`src/hw/spiLoopPkg.sv`:
```
package spiLoopPkg;

  ////////////////////////////////////////
  // widths
  ////////////////////////////////////////
  localparam int ByteW = 8;   // one SPI byte, one memory word
  localparam int RegW  = 32;  // one register

  // first byte of every frame
  typedef enum logic [ByteW-1:0] {
    OP_MEM_WRITE = 8'h01,
    OP_MEM_READ  = 8'h02,
    OP_REG_WRITE = 8'h03,
    OP_REG_READ  = 8'h04
  } spiOpE;

  // frame controller states
  typedef enum logic [3:0] {
    IDLE,
    ADDR_HI,
    ADDR_LO,
    MEM_WR,
    MEM_RD,
    REG_IDX,
    REG_WR,
    REG_RD,
    DISCARD      // unknown opcode, wait for ss high
  } ctrlStateE;

endpackage

```
`src/hw/spiShifter.sv`:
```
module spiShifter
  import spiLoopPkg::*;
(
  input  logic             SysClk,
  input  logic             rstN,
  input  logic             spiSs,
  input  logic             spiMosi,
  input  logic             spiClk,
  output logic             spiMiso,
  output logic [ByteW-1:0] rxByte,
  output logic             rxValid,
  output logic             frameStart,
  output logic             frameActive,
  input  logic [ByteW-1:0] txByte
);

  localparam int CntW = $clog2(ByteW);

  logic [1:0]       ssSync;
  logic [1:0]       sclkSync;
  logic [1:0]       mosiSync;
  logic             ssPrev;
  logic             sclkPrev;
  logic             sclkRise;
  logic             sclkFall;
  logic             ssFall;
  logic [CntW-1:0]  bitCnt;
  logic [ByteW-1:0] shiftIn;
  logic [ByteW-1:0] shiftOut;

  ////////////////////////////////////////
  // pin synchronizers
  ////////////////////////////////////////
  always_ff @(posedge SysClk or negedge rstN) begin
    if (!rstN) begin
      ssSync   <= 2'b11;   // idle deselected
      sclkSync <= 2'b00;
      mosiSync <= 2'b00;
      ssPrev   <= 1'b1;
      sclkPrev <= 1'b0;
    end else begin
      ssSync   <= {ssSync[0], spiSs};
      sclkSync <= {sclkSync[0], spiClk};
      mosiSync <= {mosiSync[0], spiMosi};
      ssPrev   <= ssSync[1];
      sclkPrev <= sclkSync[1];
    end
  end

  assign sclkRise    = sclkSync[1] & ~sclkPrev;
  assign sclkFall    = ~sclkSync[1] & sclkPrev;
  assign ssFall      = ~ssSync[1] & ssPrev;
  assign frameActive = ~ssSync[1];

  ////////////////////////////////////////
  // shift registers
  ////////////////////////////////////////
  always_ff @(posedge SysClk or negedge rstN) begin
    if (!rstN) begin
      bitCnt     <= '0;
      shiftIn    <= '0;
      shiftOut   <= '0;
      rxValid    <= 1'b0;
      frameStart <= 1'b0;
    end else begin
      frameStart <= ssFall;
      if (ssSync[1]) begin
        // deselected, partial byte is dropped
        bitCnt   <= '0;
        shiftIn  <= '0;
        shiftOut <= '0;
        rxValid  <= 1'b0;
      end else begin
        rxValid <= 1'b0;
        // mode 0 sample on rising edge
        if (sclkRise) begin
          shiftIn <= {shiftIn[ByteW-2:0], mosiSync[1]};
          bitCnt  <= bitCnt + 1'b1;
          rxValid <= (bitCnt == CntW'(ByteW - 1));
        end
        if (ssFall) begin
          shiftOut <= txByte;                        // first byte of the frame
        end else if (sclkFall) begin
          if (bitCnt == '0) begin
            shiftOut <= txByte;                      // byte boundary
          end else begin
            shiftOut <= {shiftOut[ByteW-2:0], 1'b0};
          end
        end
      end
    end
  end

  assign rxByte  = shiftIn;
  assign spiMiso = shiftOut[ByteW-1];  // msb first

endmodule

```
`config.mk`:
```
export PLATFORM = sky130hd
export DESIGN_NAME = spiShifter
export DESIGN_NICKNAME = d
export VERILOG_FILES = /design/src/hw/spiLoopPkg.sv /design/src/hw/spiShifter.sv
export SDC_FILE = /design/constraint.sdc
export NUM_CORES = 1
export LEC_CHECK = 0
export ABC_AREA = 1
export ABC_CLOCK_PERIOD_IN_PS = 3250
export BUFFER_PORTS_ARGS = -buffer_cell sky130_fd_sc_hd__buf_2
export CORE_AREA = 3 3 55 57
export DETAILED_ROUTE_END_ITERATION = 12
export DIE_AREA = 0 0 58 60
export GPL_TIMING_DRIVEN = 0
export PLACE_DENSITY_LB_ADDON = 0.05
export SLEW_MARGIN = 30
export SYNTH_ARGS = -nofsm -noshare
export SYNTH_HDL_FRONTEND = slang
export SYNTH_SLANG_ARGS = --single-unit
```
`constraint.sdc`:
```
create_clock -name SysClk -period 3.25 [get_ports SysClk]
set_clock_uncertainty 0.05 [all_clocks]
set_input_delay 0.65 -clock SysClk [delete_from_list [all_inputs] [get_ports SysClk]]
set_output_delay 0.65 -clock SysClk [all_outputs]
set_load 0.02 [all_outputs]
```
Word level (Yosys, flattened, before mapping)
Cells that the tools add are included.
Widths: inputs -> output; s select.
{"block": "op_classes", "n_mux": 10, "eq_ne": 1, "bitwise": 6, "n_reduce_logical": 3, "addsub": 1}
{"operator": "$mux 8", "count": 6}
{"operator": "$mux 3", "count": 2}
{"operator": "$add 3x1->3 const B", "count": 1}
{"operator": "$and 1x1->1", "count": 3}
{"operator": "$eq 3x3->1 const B", "count": 1}
{"operator": "$logic_not 3->1", "count": 1}
{"operator": "$not 1->1", "count": 3}
{"operator": "$reduce_bool 3->1", "count": 1}
{"operator": "$mux 1", "count": 2}
{"operator": "$reduce_bool 2->1", "count": 1}
{"block": "word_totals", "output_inout_bits": 12, "register_bits": 29}

Logic depth before layout (Yosys ltp)
{"block": "depth", "word_depth": 5, "mapped_depth": 7, "ltp_nobuf": 7}

Least setup slack after synthesis
OpenSTA, ideal clock, no wires.
{"block": "synth_path", "path_type": "reg2out", "start": "register ssSync[1]", "end": "output frameActive", "path_slack_ns": 1.837, "n_path_buf": 1, "t_required_ns": 2.550, "path_stages_with_launch": 3, "t_arrival_ns": 0.713, "cell_sequence": "dfstp_2 -> buf_6 -> inv_8"}
{"block": "synth_via", "elab_chain_len": 1}
{"item": "from (decl)", "line": "spiShifter.sv:19", "source": "logic [1:0] ssSync;"}
{"item": "from (signal assigned)", "line": "spiShifter.sv:42", "source": "ssSync <= {ssSync[0], spiSs};"}
{"item": "$not 1->1", "line": "spiShifter.sv:53", "source": "assign frameActive = ~ssSync[1];"}
{"item": "to (decl)", "line": "spiShifter.sv:13", "source": "output logic frameActive,"}
No other way between the ends.

Worst setup path in the final report
Same ends and word-level chain as after synthesis.

==> results.yml <==
global_route:
  overflow: 0
  grtUsageTotal_pct: 15.75
  grt_max_degree: 30
  grt_pass1_wl_um: 4015
  antenna_found_initial: 0
  grt_pass1_vias: 877
routing:
  viasPerCell: 4.745
  drt_iter0_markers: 36
  drc: 0
  drtPass1Iterations: 4
  ant_nets: 0
  routed_wl_um: 2203
  detail_route.wl_per_cell_um: 11.47
  vias: 911
sta:
  tightest_slew_ns: 0.6147
  setup_violations: 0
  clock.fmax_mhz: 512.3
  finalSetupTns_ns: 0
  fin_crit_sh_pct: 60.06
  maxSlewHeadroom_pct: 59.02
  hold_violations: 0
  setup_slack_ns: 1.298
  finalCriticalPeriod_ns: 1.952
  rsz0062_at_grt: "no"
  slew_viol_final: 0
finish:
  drive_gt1_share_pct: 27.16
  nets: 177
  synthToLayoutAreaGrowth_pct: 17.88
  num_antenna_cells: 0
  final_area_sq_um: 1501
yosys:
  synthMuxAreaShare_pct: 0
  synth-seq-area-share_pct: 57.27
  yosys_warnings: 0
  synthSimpleGateAreaFrac_pct: 25.44
  netlist_area_sq_um: 1274
  synth_xor_area_share_pct: 0
  syn_avg_cell_area_sq_um: 9.798
  synth_adder_area_share_pct: 2.947
  synth_compound_area_share_pct: 5.599
  postSynthCellCount: 130
  ys_ff_latch: 29
  synth_cell_types: 20
  synthesis.nets: 146
  synth_top_family_by_area: "simple AND/OR/NAND/NOR gates"
clock_tree:
  post-cts-setup-buffer-count: 0
  cts.clk_slew.worst_paths_ns: 0.09
  cts_resized: 0
  cts_root_buf: "clkbuf_4"
  clkSinkCount: 29
  clkLatencyLatePin_ns: 0.33
  cts_made_buffers: 5
  cts_tree: "yes"
  ctsHoldBuffers: 0
  htree_levels: 2
  cts_buffer_depth: 2
placed_design:
  dp_hpwl_um: 1537
  place_area_sq_um: 1431
  pre_cts_slack_ns: 1.648
  io_buffers: 24
  gp_congestion: 0.7300
run_status:
  outcome: "completed"
critical_path:
  slowest_stage: "dfstp_2"
  endpoint_kind: "primary output"
  reg2reg_to: "shiftOut[1]"
  critical_path_class: "reg2out"
  rr_worst_depth: 7
  arrival_ns: 1.25
  worst-path-max-fanout: 10
  slowest_delay_ns: 0.55
  crit_required_ns: 2.55
  rr_startpoint: "bitCnt[0]"
  cp_cell_sequence: "buf_6 > inv_8 > buf_2"
  r2r_setup_slack_ns: 1.88
  critPathLaunch: "ssSync[1]"
  cp-start-kind: "flop"
die:
  die_w_um: 58
  row_count: 18
  die_h_um: 60
  fp.coreArea_sq_um: 2522
  dieArea_sq_um: 3480
  start_util_pct: 50.50
  io_pins: 25
pwr:
  ir_drop_uv: 382.8
  p_leak_nw: 0.8429
  power_density_nw_per_um2: 479.2
worst_hold_path:
  min_path_type: "in2async"
run:
  drv_cap: 0
## layer usage
metal | wire length, um | global-route usage, % | vias to the layer above
li1 | - | - | 474
met1 | 1073 | 20.86 | 405
met2 | 952 | 21.94 | 28
met3 | 148 | 7.991 | 4
met4 | 28 | 5.960 | 0
met5 | 0 | 0 | -
## kinds of logic after synthesis
family | count (synthesis)
DFF | 29
buffers and inverters | 24
AOI/OAI and AO/OA | 10
and+or+nand+nor | 64
adders and majority gates | 3
## state kept, by name (all words and copies together) (netlist names)
name        count
rxByte          8
shiftOut        8
bitCnt          3
mosiSync        2
sclkSync        2
ssSync          2
frameStart      1
rxValid         1
sclkPrev        1
ssPrev          1
## stage by stage
step | hold slack, ns | utilization, % | instances | power [W]
finish | 0.2726 | 59.52 | 192 | 0.0007194
global route | 0.2980 | 59.52 | 192 | 0.0007675
CTS | 0.2953 | 59.52 | 192 | 0.0007282
detailed placement | 0.2917 | 56.75 | 184 | 0.0004770
global placement | 0.2881 | 56.75 | 184 | 0.0004746
floorplan | 0.2812 | - | 130 | 0.0004479
## area by class of cell
type / instances / area [sq um]
Buffer: 2 / 18.77
Clock buffer: 7 / 65.06
Clock inverter: 1 / 5.005
Fill cell: 227 / 1021
Inverter: 22 / 92.59
Multi-Input combinational cell: 77 / 432.9
Sequential cell: 29 / 729.5
Tap cell: 30 / 37.54
Timing Repair Buffer: 24 / 120.1
## cells in the final DEF, fill, tap and decap left out, types with 2 or more instances in the layout
| cell type | netlist | routed |
|---|---|---|
| clkbuf_8 | 0 | 2 |
| nand3b_1 | 7 | 7 |
| buf_2 | 0 | 24 |
| nand2_1 | 36 | 36 |
| a22oi_1 | 2 | 2 |
| ha_1 | 3 | 3 |
| inv_1 | 19 | 19 |
| o31ai_1 | 2 | 2 |
| clkbuf_4 | 0 | 5 |
| dfrtp_1 | 26 | 26 |
| o21ai_0 | 5 | 5 |
| nand3_1 | 14 | 14 |
| dfstp_2 | 3 | 3 |
| nor2_1 | 4 | 4 |
## critical path, delay by kind of cell (launching register included)
family / cells / cell delay (ns)
flops: 1 / 0.55
buf+inv: 3 / 0.37
## cells in the mapped netlist (all sizes together)
| cell | n | area, sq um |
|---|---|---|
| dfstp | 3 | 78.83 |
| nand3 | 14 | 70.07 |
| a21oi | 1 | 16.27 |
| ha | 3 | 37.54 |
| dfrtp | 26 | 650.6 |
| a22oi | 2 | 15.01 |
| nor2 | 5 | 35.03 |
| o31ai | 2 | 15.01 |
| o21ai | 5 | 25.02 |
| nand2 | 38 | 166.4 |
| inv | 22 | 92.59 |
| buf | 2 | 18.77 |
| nand3b | 7 | 52.55 |
## where the power goes
part           internal (W)  leakage [nW]  switching [W]  total (W)
sequential         0.000380         0.374     0.00000869   0.000388
clock              0.000125        0.0413       0.000126   0.000251
combinational     0.0000288         0.428      0.0000511  0.0000798
total              0.000534         0.843       0.000186   0.000719
## worst max-delay path by stage
stage | end | slack (ns) | cells after the start
2_1_floorplan | frameActive | 1.84 | 2
3_3_place_gp | frameActive | 1.66 | 3
3_5_place_dp | frameActive | 1.65 | 3
4_1_cts | frameActive | 1.27 | 3
5_1_grt | frameActive | 1.23 | 3
6_report | frameActive | 1.30 | 3
(Power assumes the default switching activity.)
