<file path="config.mk">
export PLATFORM = sky130hd
export DESIGN_NAME = spiCmdCtrl
export DESIGN_NICKNAME = d
export VERILOG_FILES = /design/src/hw/spiLoopPkg.sv /design/src/hw/spiCmdCtrl.sv
export SDC_FILE = /design/constraint.sdc
export NUM_CORES = 1
export LEC_CHECK = 0
export BUFFER_PORTS_ARGS = -buffer_cell sky130_fd_sc_hd__buf_2
export CORE_ASPECT_RATIO = 2
export CORE_MARGIN = 2
export CORE_UTILIZATION = 45
export DETAILED_ROUTE_END_ITERATION = 6
export GPL_TIMING_DRIVEN = 1
export MAX_ROUTING_LAYER = met4
export PLACE_DENSITY = 0.69
export SYNTH_ARGS = -nofsm -noshare
export SYNTH_HDL_FRONTEND = slang
export SYNTH_SLANG_ARGS = --single-unit
</file>
<file path="constraint.sdc">
create_clock -name SysClk -period 2.9 [get_ports SysClk]
set_input_delay 0.145 -clock SysClk [delete_from_list [all_inputs] [get_ports SysClk]]
set_output_delay 0.145 -clock SysClk [all_outputs]
set_load 0.01 [all_outputs]
</file>
<file path="src/hw/spiLoopPkg.sv">
package spiLoopPkg;

  ////////////////////////////////////////
  // widths
  ////////////////////////////////////////
  localparam int ByteW = 8;   // one SPI byte, one memory word
  localparam int RegW  = 32;  // one register

  // first byte of every frame
  typedef enum logic [ByteW-1:0] {
    OP_MEM_WRITE = 8'h01,
    OP_MEM_READ  = 8'h02,
    OP_REG_WRITE = 8'h03,
    OP_REG_READ  = 8'h04
  } spiOpE;

  // frame controller states
  typedef enum logic [3:0] {
    IDLE,
    ADDR_HI,
    ADDR_LO,
    MEM_WR,
    MEM_RD,
    REG_IDX,
    REG_WR,
    REG_RD,
    DISCARD      // unknown opcode, wait for ss high
  } ctrlStateE;

endpackage

</file>
<file path="src/hw/spiCmdCtrl.sv">
module spiCmdCtrl
  import spiLoopPkg::*;
#(
  parameter int AddrWidth = 12,
  parameter int RegCount  = 16
) (
  input  logic                        SysClk,
  input  logic                        rstN,
  input  logic [ByteW-1:0]            rxByte,
  input  logic                        rxValid,
  input  logic                        frameStart,
  input  logic                        frameActive,
  output logic [ByteW-1:0]            txByte,
  output logic                        memWe,
  output logic [AddrWidth-1:0]        memWrAddr,
  output logic [ByteW-1:0]            memWrData,
  output logic [AddrWidth-1:0]        memRdAddr,
  input  logic [ByteW-1:0]            memRdData,
  output logic                        regWe,
  output logic [$clog2(RegCount)-1:0] regIdx,
  output logic [RegW-1:0]             regWrData,
  input  logic [RegW-1:0]             regRdData
);

  localparam int IdxW = $clog2(RegCount);

  ctrlStateE            state;
  spiOpE                opCode;
  logic [ByteW-1:0]     addrHi;
  logic [2*ByteW-1:0]   fullAddr;
  logic [AddrWidth-1:0] addr;       // next byte to transfer
  logic [AddrWidth-1:0] shownAddr;  // last byte sent on a read
  logic                 rdReq;
  logic                 rdLoad;
  logic                 regLatch;
  logic [1:0]           wrCnt;
  logic [RegW-1:0]      wrShift;
  logic [RegW-1:0]      rdShift;

  assign fullAddr = {addrHi, rxByte};

  // prefetch for one cycle, then point back at the byte just sent
  assign memRdAddr = rdReq ? addr : shownAddr;
  assign regWrData = wrShift;

  ////////////////////////////////////////
  // frame FSM
  ////////////////////////////////////////
  always_ff @(posedge SysClk or negedge rstN) begin
    if (!rstN) begin
      state     <= IDLE;
      opCode    <= OP_MEM_WRITE;
      addr      <= '0;
      shownAddr <= '0;
      rdReq     <= 1'b0;
      rdLoad    <= 1'b0;
      regLatch  <= 1'b0;
      wrCnt     <= '0;
      memWe     <= 1'b0;
      regWe     <= 1'b0;
      regIdx    <= '0;
      txByte    <= '0;
    end else if (!frameActive || frameStart) begin
      // ss high aborts, new frame starts clean
      state    <= IDLE;
      rdReq    <= 1'b0;
      rdLoad   <= 1'b0;
      regLatch <= 1'b0;
      wrCnt    <= '0;
      memWe    <= 1'b0;
      regWe    <= 1'b0;
      txByte   <= '0;
    end else begin
      memWe    <= 1'b0;
      regWe    <= 1'b0;
      rdReq    <= 1'b0;
      regLatch <= 1'b0;
      rdLoad   <= rdReq;       // ram data is back one cycle later
      if (rdLoad) begin
        txByte <= memRdData;
      end
      if (regLatch) begin
        txByte <= regRdData[RegW-1 -: ByteW];
      end
      if (rxValid) begin
        unique case (state)
          IDLE: begin
            opCode <= spiOpE'(rxByte);
            case (spiOpE'(rxByte))
              OP_MEM_WRITE, OP_MEM_READ: state <= ADDR_HI;
              OP_REG_WRITE, OP_REG_READ: state <= REG_IDX;
              default:                   state <= DISCARD;
            endcase
          end
          ADDR_HI: state <= ADDR_LO;
          ADDR_LO: begin
            addr <= fullAddr[AddrWidth-1:0];
            if (opCode == OP_MEM_READ) begin
              state <= MEM_RD;
              rdReq <= 1'b1;   // fetch start address
            end else begin
              state <= MEM_WR;
            end
          end
          MEM_WR: begin
            memWe <= 1'b1;
            addr  <= addr + AddrWidth'(1);   // wraps at the top
          end
          MEM_RD: begin
            shownAddr <= addr;
            addr      <= addr + AddrWidth'(1);
            rdReq     <= 1'b1;
          end
          REG_IDX: begin
            regIdx <= rxByte[IdxW-1:0];
            wrCnt  <= '0;
            if (opCode == OP_REG_READ) begin
              state    <= REG_RD;
              regLatch <= 1'b1;
            end else begin
              state <= REG_WR;
            end
          end
          REG_WR: begin
            wrCnt <= wrCnt + 2'd1;
            if (wrCnt == 2'd3) begin
              regWe <= 1'b1;   // all four bytes in
              state <= DISCARD;
            end
          end
          REG_RD: txByte <= rdShift[RegW-ByteW-1 -: ByteW];
          DISCARD: ;           // zeros until ss rises
          default: state <= DISCARD;
        endcase
      end
    end
  end

  ////////////////////////////////////////
  // data path
  ////////////////////////////////////////
  always_ff @(posedge SysClk) begin
    if (rxValid && state == ADDR_HI) begin
      addrHi <= rxByte;
    end
    if (rxValid && state == MEM_WR) begin
      memWrAddr <= addr;
      memWrData <= rxByte;
    end
    if (rxValid && state == REG_WR) begin
      wrShift <= {wrShift[RegW-ByteW-1:0], rxByte};   // msb first
    end
    if (regLatch) begin
      rdShift <= regRdData;
    end else if (rxValid && state == REG_RD) begin
      rdShift <= {rdShift[RegW-ByteW-1:0], {ByteW{1'b0}}};
    end
  end

endmodule

</file>
[Yosys cells after proc, flatten, opt, wreduce, memory -nomap -nowiden]
Index checks and enable logic that the tools add are counted.
Cells by class
  $lt $le $gt $ge: 0
  div/mod/pow operators: 0
  $mul: 0
  shifts and indexed selects: 0
  bitwise operators: 1
  add/subtract/negate cells: 2
  equality and inequality tests: 17
  reduce and logical (&&, ||, !) cells: 21
  muxes and demuxes: 35
Operator list (number)
  $mux W24: 2
  $mux W8: 5
  $eq A8 B2 Y1 const B: 3
  $pmux W12 S2: 1
  $pmux W4 S6: 1
  $eq A4 B3 Y1 const B: 4
  $eq A8 B3 Y1 const B: 2
  $mux W1: 16
  $reduce_and A3 Y1: 5
  $add A12 B1 Y12 const B: 1
  $mux W12: 1
  $mux W4: 3
  $eq A4 B2 Y1 const B: 2
  $eq A8 B1 Y1 const B: 1
  $pmux W4 S2: 1
  $reduce_bool A2 Y1: 3
  $reduce_or A2 Y1: 3
  $eq A4 B1 Y1 const B: 1
  $eq A4 B4 Y1 const B: 1
  $logic_and A1 B1 Y1: 4
  $logic_not A4 Y1: 1
  $mux W2: 2
  $pmux W2 S2: 1
  $reduce_or A4 Y1: 1
  other kinds (11): 11
Storage, ports and cells
  memory bits (read-only): 0
  memories: 0
  flip-flop bits (word level): 135
  memory bits (writable): 0
  latch bits: 0
  bits of input ports: 53

[Longest topological paths before layout]
  depth in word-level cells: 6
  mapped depth: 6
  depth with buffers taken out: 5

[Least setup slack after synthesis]
No wires, ideal clock.
  path kind: reg2reg
  from: register state[3]
  to: register rdShift[0] (enable)
  setup time: 384 ps
  data arrival time: 1876 ps
  period minus slack after synthesis: 2260 ps
  cell stages (with the launch flop): 5
  setup slack: 640 ps
  cells stage by stage: dfrtp_1 -> buf_2 -> or4_1 -> buf_2 -> nand2b_1
On the way
  word-level cells in the longest chain between the ends: 3
Ends and longest elaborated chain
  start, declared: RTL line spiCmdCtrl.sv:27  | ctrlStateE state;
  start signal, assigned: RTL line spiCmdCtrl.sv:51  | state <= IDLE;
  start signal, assigned: RTL line spiCmdCtrl.sv:65  | state <= IDLE;
  start signal, assigned: RTL line spiCmdCtrl.sv:90  | OP_MEM_WRITE, OP_MEM_READ: state <= ADDR_HI;
  $eq A4 B3 Y1: RTL line spiCmdCtrl.sv:155  | end else if (rxValid && state == REG_RD) begin
  $logic_and A1 B1 Y1: RTL line spiCmdCtrl.sv:155
  $reduce_bool A2 Y1 (no line)
  end signal, assigned: RTL line spiCmdCtrl.sv:154  | rdShift <= regRdData;
  end signal, assigned: RTL line spiCmdCtrl.sv:156  | rdShift <= {rdShift[RegW-ByteW-1:0], {ByteW{1'b0}}};
  end, declared: RTL line spiCmdCtrl.sv:38  | logic [RegW-1:0] rdShift;
No other way between the ends.
A chain may end at the register's enable or synchronous reset.

[Final worst setup path]
  from: register state[0]
  to: register rdShift[12] (enable)
Same word-level chain as after synthesis.

==> summary.md <==
| Metric | Value |
|---|---|
| CTS Root Cell | clkbuf_16 |
| Post-Route WL | ~12,000 µm |
| Sw frac | 0.226 |
| Port buffer count | 130 |
| Status | finished clean |
| CTS max path bufs | 2 |
| Leak | around 3.0 nW |
| Mean post-synth cell area | ~14 µm² |
| Die width | about 84 µm |
| Period utilization | 0.769 |
| PostCTS Resize Cnt | 0 |
| Internal | approximately 3.3 mW |
| Die span in y | ~160 µm |
| Wire per inst | 17.3 µm |
| Pwr per Cell Area | around 610 nW/µm² |
| # IOs | approximately 130 |
| # rows | slightly below 60 |
| Clk slew on worst S/H paths | around 0.06 ns |
| Post-DP HPWL | ~8700 µm |
| DP Area | 6470 µm² |
| Final Util | 0.570 |
| Total gr overflow | 0 |
| First-pass DRT Iterations | 4 |
| Max cap viols | 0 |
| Final Hold Viols | 0 |
| Die Area | around 14,000 µm² |
| Antenna cells | 0 |
| Antenna violations before repair | 0 |
| Antenna-violating nets left | 0 |
| Hold Path Class | in2reg |
| Fillers | about 1,000 |
| Critical Path Source Type | flip-flop |
| Final max-slew violation count | 0 |
| Slew of the pin with the lowest slew margin | 0.723 ns |
| Syn Inst Count | approximately 400 |
| Dominant synthesized flop cell | edfxtp_1 |
| Count of warnings emitted by yosys | 0 |
| Setup_tns | 0 ns |
| Worst-path maximum fanout | 24 |
| CTS sink count | approximately 140 |
| Starting Density | 0.456 |
| Vias per cell | between 5 and 6 |
| Num CTS Buffers | 17 |
| Mapped Nets | around 450 |
| CP Data Required Time | 2.98 ns |
| Post-Place Worst Slack | 0.646 ns |
| Post-Layout Inst Area | between 7000 and 8000 µm² |
| Asr flop ratio synth | 0.407 |
| Syn Std Cell Area | 5690 µm² |
| Yosys cell types | between 50 and 60 |
| CTS tree | built |
| Switching power | 976 µW |
| First-pass GRT wire length | between 15,000 and 20,000 µm |
| Share of total power in the clock network | 0.487 |
| Fmax | 448 MHz |
| Global Route Usage Sum | 0.190 |
| Routability Congestion | ~0.86 |
| Post-synth EDFFs | 80 |
| Sequential share of the synthesized area | 0.665 |
| Largest net degree at the start of global routing | 36 |
| Worst vdd ir | around 0.63 mV |
| Critical path class | reg2reg |
| Core box area | 12,500 µm² |
| Unrepaired setup endpoints after global routing | no |
| CP arrival | 2.31 ns |
| Via count | 3,785 |
| Synth Register Bits | approximately 140 |
| Worst hold slack | around 0.017 ns |
| Layout cells sized above 1 | 0.412 |
| Clock latency at the later pin of the worst-skew pair | 0.41 ns |
| Area growth syn-to-layout | 25.2% |
| Layout Skew | ~0.0075 ns |
| Iter 0 DRT Violations | 241 |
| Post CTS Setup Buffer Count | 0 |
| Comb pwr share | 0.031 |
| Final setup viols | 0 |
| Final worst slack | about 0.67 ns |
| Sequential power share | 0.482 |
| # hold bufs at CTS | 5 |
| Crit. End Element | flip-flop |
| Number of global-route vias before repair | ~3,900 |
| Final #Nets | between 500 and 600 |
| Relative slew slack | 0.518 |
| DRC Markers | 0 |
| Min Tclk post-route | about 2.2 ns |
| H-tree depth | 4 |
-- metal layers --
metal,track usage,vias up,part of all wire
met1,0.185,1845,0.35
met4,0.0902,0,0.035
met3,0.0482,32,0.039
met2,0.347,120,0.57
met5,-,-,0
li1,-,1788,-
-- per-stage QoR --
step / cells / total power [mW]
after floorplan: 399 / 2.16
after global placement: 662 / 2.23
after detailed placement: 662 / 2.24
after CTS: 699 / 4.36
after global routing: 701 / 4.47
final: 701 / 4.31
-- registers in the layout, summed over array words and instances (netlist names), 2 cells and up --
signal,cells
regWrData,32
opCode,8
memWrData,8
wrCnt,2
addr,12
memWrAddr,12
regIdx,4
rdShift,24
shownAddr,12
state,4
addrHi,4
txByte,8
-- Yosys cell counts, types with 3 or more instances --
master | instances | area share
dfrtp_1 | 54 | 0.24
a2bb2oi_1 | 3 | 0.0046
nand3_1 | 8 | 0.0070
inv_1 | 7 | 0.0046
mux2_2 | 50 | 0.099
nor3_1 | 10 | 0.0088
and2_1 | 14 | 0.015
o21ai_0 | 16 | 0.014
edfxtp_1 | 80 | 0.42
o22a_1 | 3 | 0.0046
mux2i_1 | 17 | 0.030
o211ai_1 | 3 | 0.0040
or4_1 | 4 | 0.0053
o2bb2ai_1 | 3 | 0.0046
nand2b_1 | 3 | 0.0033
nand4_1 | 3 | 0.0033
buf_1 | 4 | 0.0026
nand2_1 | 18 | 0.012
buf_2 | 9 | 0.0079
clkbuf_1 | 9 | 0.0059
and3_1 | 4 | 0.0044
a21oi_1 | 8 | 0.0070
a22oi_1 | 4 | 0.0053
nor2_1 | 22 | 0.015
-- logic make-up after synthesis --
| family | share of synthesized area |
|---|---|
| AOI/OAI and AO/OA | 0.0711 |
| xor gates and xnor gates | 0.00154 |
| adders and majority gates | 0.00440 |
| buffers and inverters | 0.0244 |
| DFF | 0.665 |
| muxes | 0.129 |
| and+or+nand+nor | 0.105 |
-- cell type report --
cell class                 instances  area (µm²)  area share
inverter                           7        26.3     0.00369
sequential                       135        3780       0.531
timing repair buffer             144         773       0.109
clock inverter                    15         156      0.0220
tap                              150         188      0.0264
multi-input combinational        233        1770       0.249
clock buffer                      17         425      0.0597
-- path summary, 6_finish.rpt --
| path | start | endpoint | slack [ns] | cells past startpoint |
|---|---|---|---|---|
| max | state[0]$_DFFE_PN0P_ | rdShift[12]$_DFFE_PP_ | 0.67 | 4 |
| min | regRdData[5] | rdShift[5]$_SDFFCE_PN0P_ | 0.02 | 2 |
| max reg2reg | state[0]$_DFFE_PN0P_ | rdShift[12]$_DFFE_PP_ | 0.67 | 4 |
| min reg2reg | regWrData[14]$_DFFE_PP_ | regWrData[22]$_DFFE_PP_ | 0.44 | 0 |
| max in group asynchronous | rstN | opCode[0]$_DFFE_PN1P_ | 1.74 | 3 |
| min in group asynchronous | rstN | regIdx[1]$_DFFE_PN0P_ | 0.32 | 2 |
-- worst max-delay path: stages (launching register included) --
cell,delay [ns]
dfrtp_1,0.56
nand2_1,0.17
or4_1,0.67
nand2b_1,0.17
buf_4,0.31
-- cells in the final DEF (no fill, tap or decap), types with 3 or more instances in the layout --
cell type	instances
buf_2	130
edfxtp_1	80
dfrtp_1	54
mux2_2	50
nor2_1	21
nand2_1	18
mux2i_1	17
clkbuf_16	17
o21ai_0	16
and2_1	14
nor3_1	10
nand3_1	8
a21oi_1	8
inv_1	7
inv_6	7
dlygate4sd3_1	7
buf_4	7
or4_1	4
and3_1	4
a22oi_1	4
nand2b_1	3
o2bb2ai_1	3
nand4_1	3
a2bb2oi_1	3
o22a_1	3
o211ai_1	3
clkinvlp_4	3
inv_8	3
-- power groups by stage --
stage          clock [mW]  sequential, mW  combinational (mW)
6_report             2.10            2.08               0.132
5_1_grt              2.24            2.08               0.147
4_1_cts              2.15            2.08               0.132
3_5_place_dp            0            2.11               0.127
3_3_place_gp            0            2.11               0.123
2_1_floorplan           0            2.11              0.0555
No activity file was read; power rests on OpenSTA's default activity.
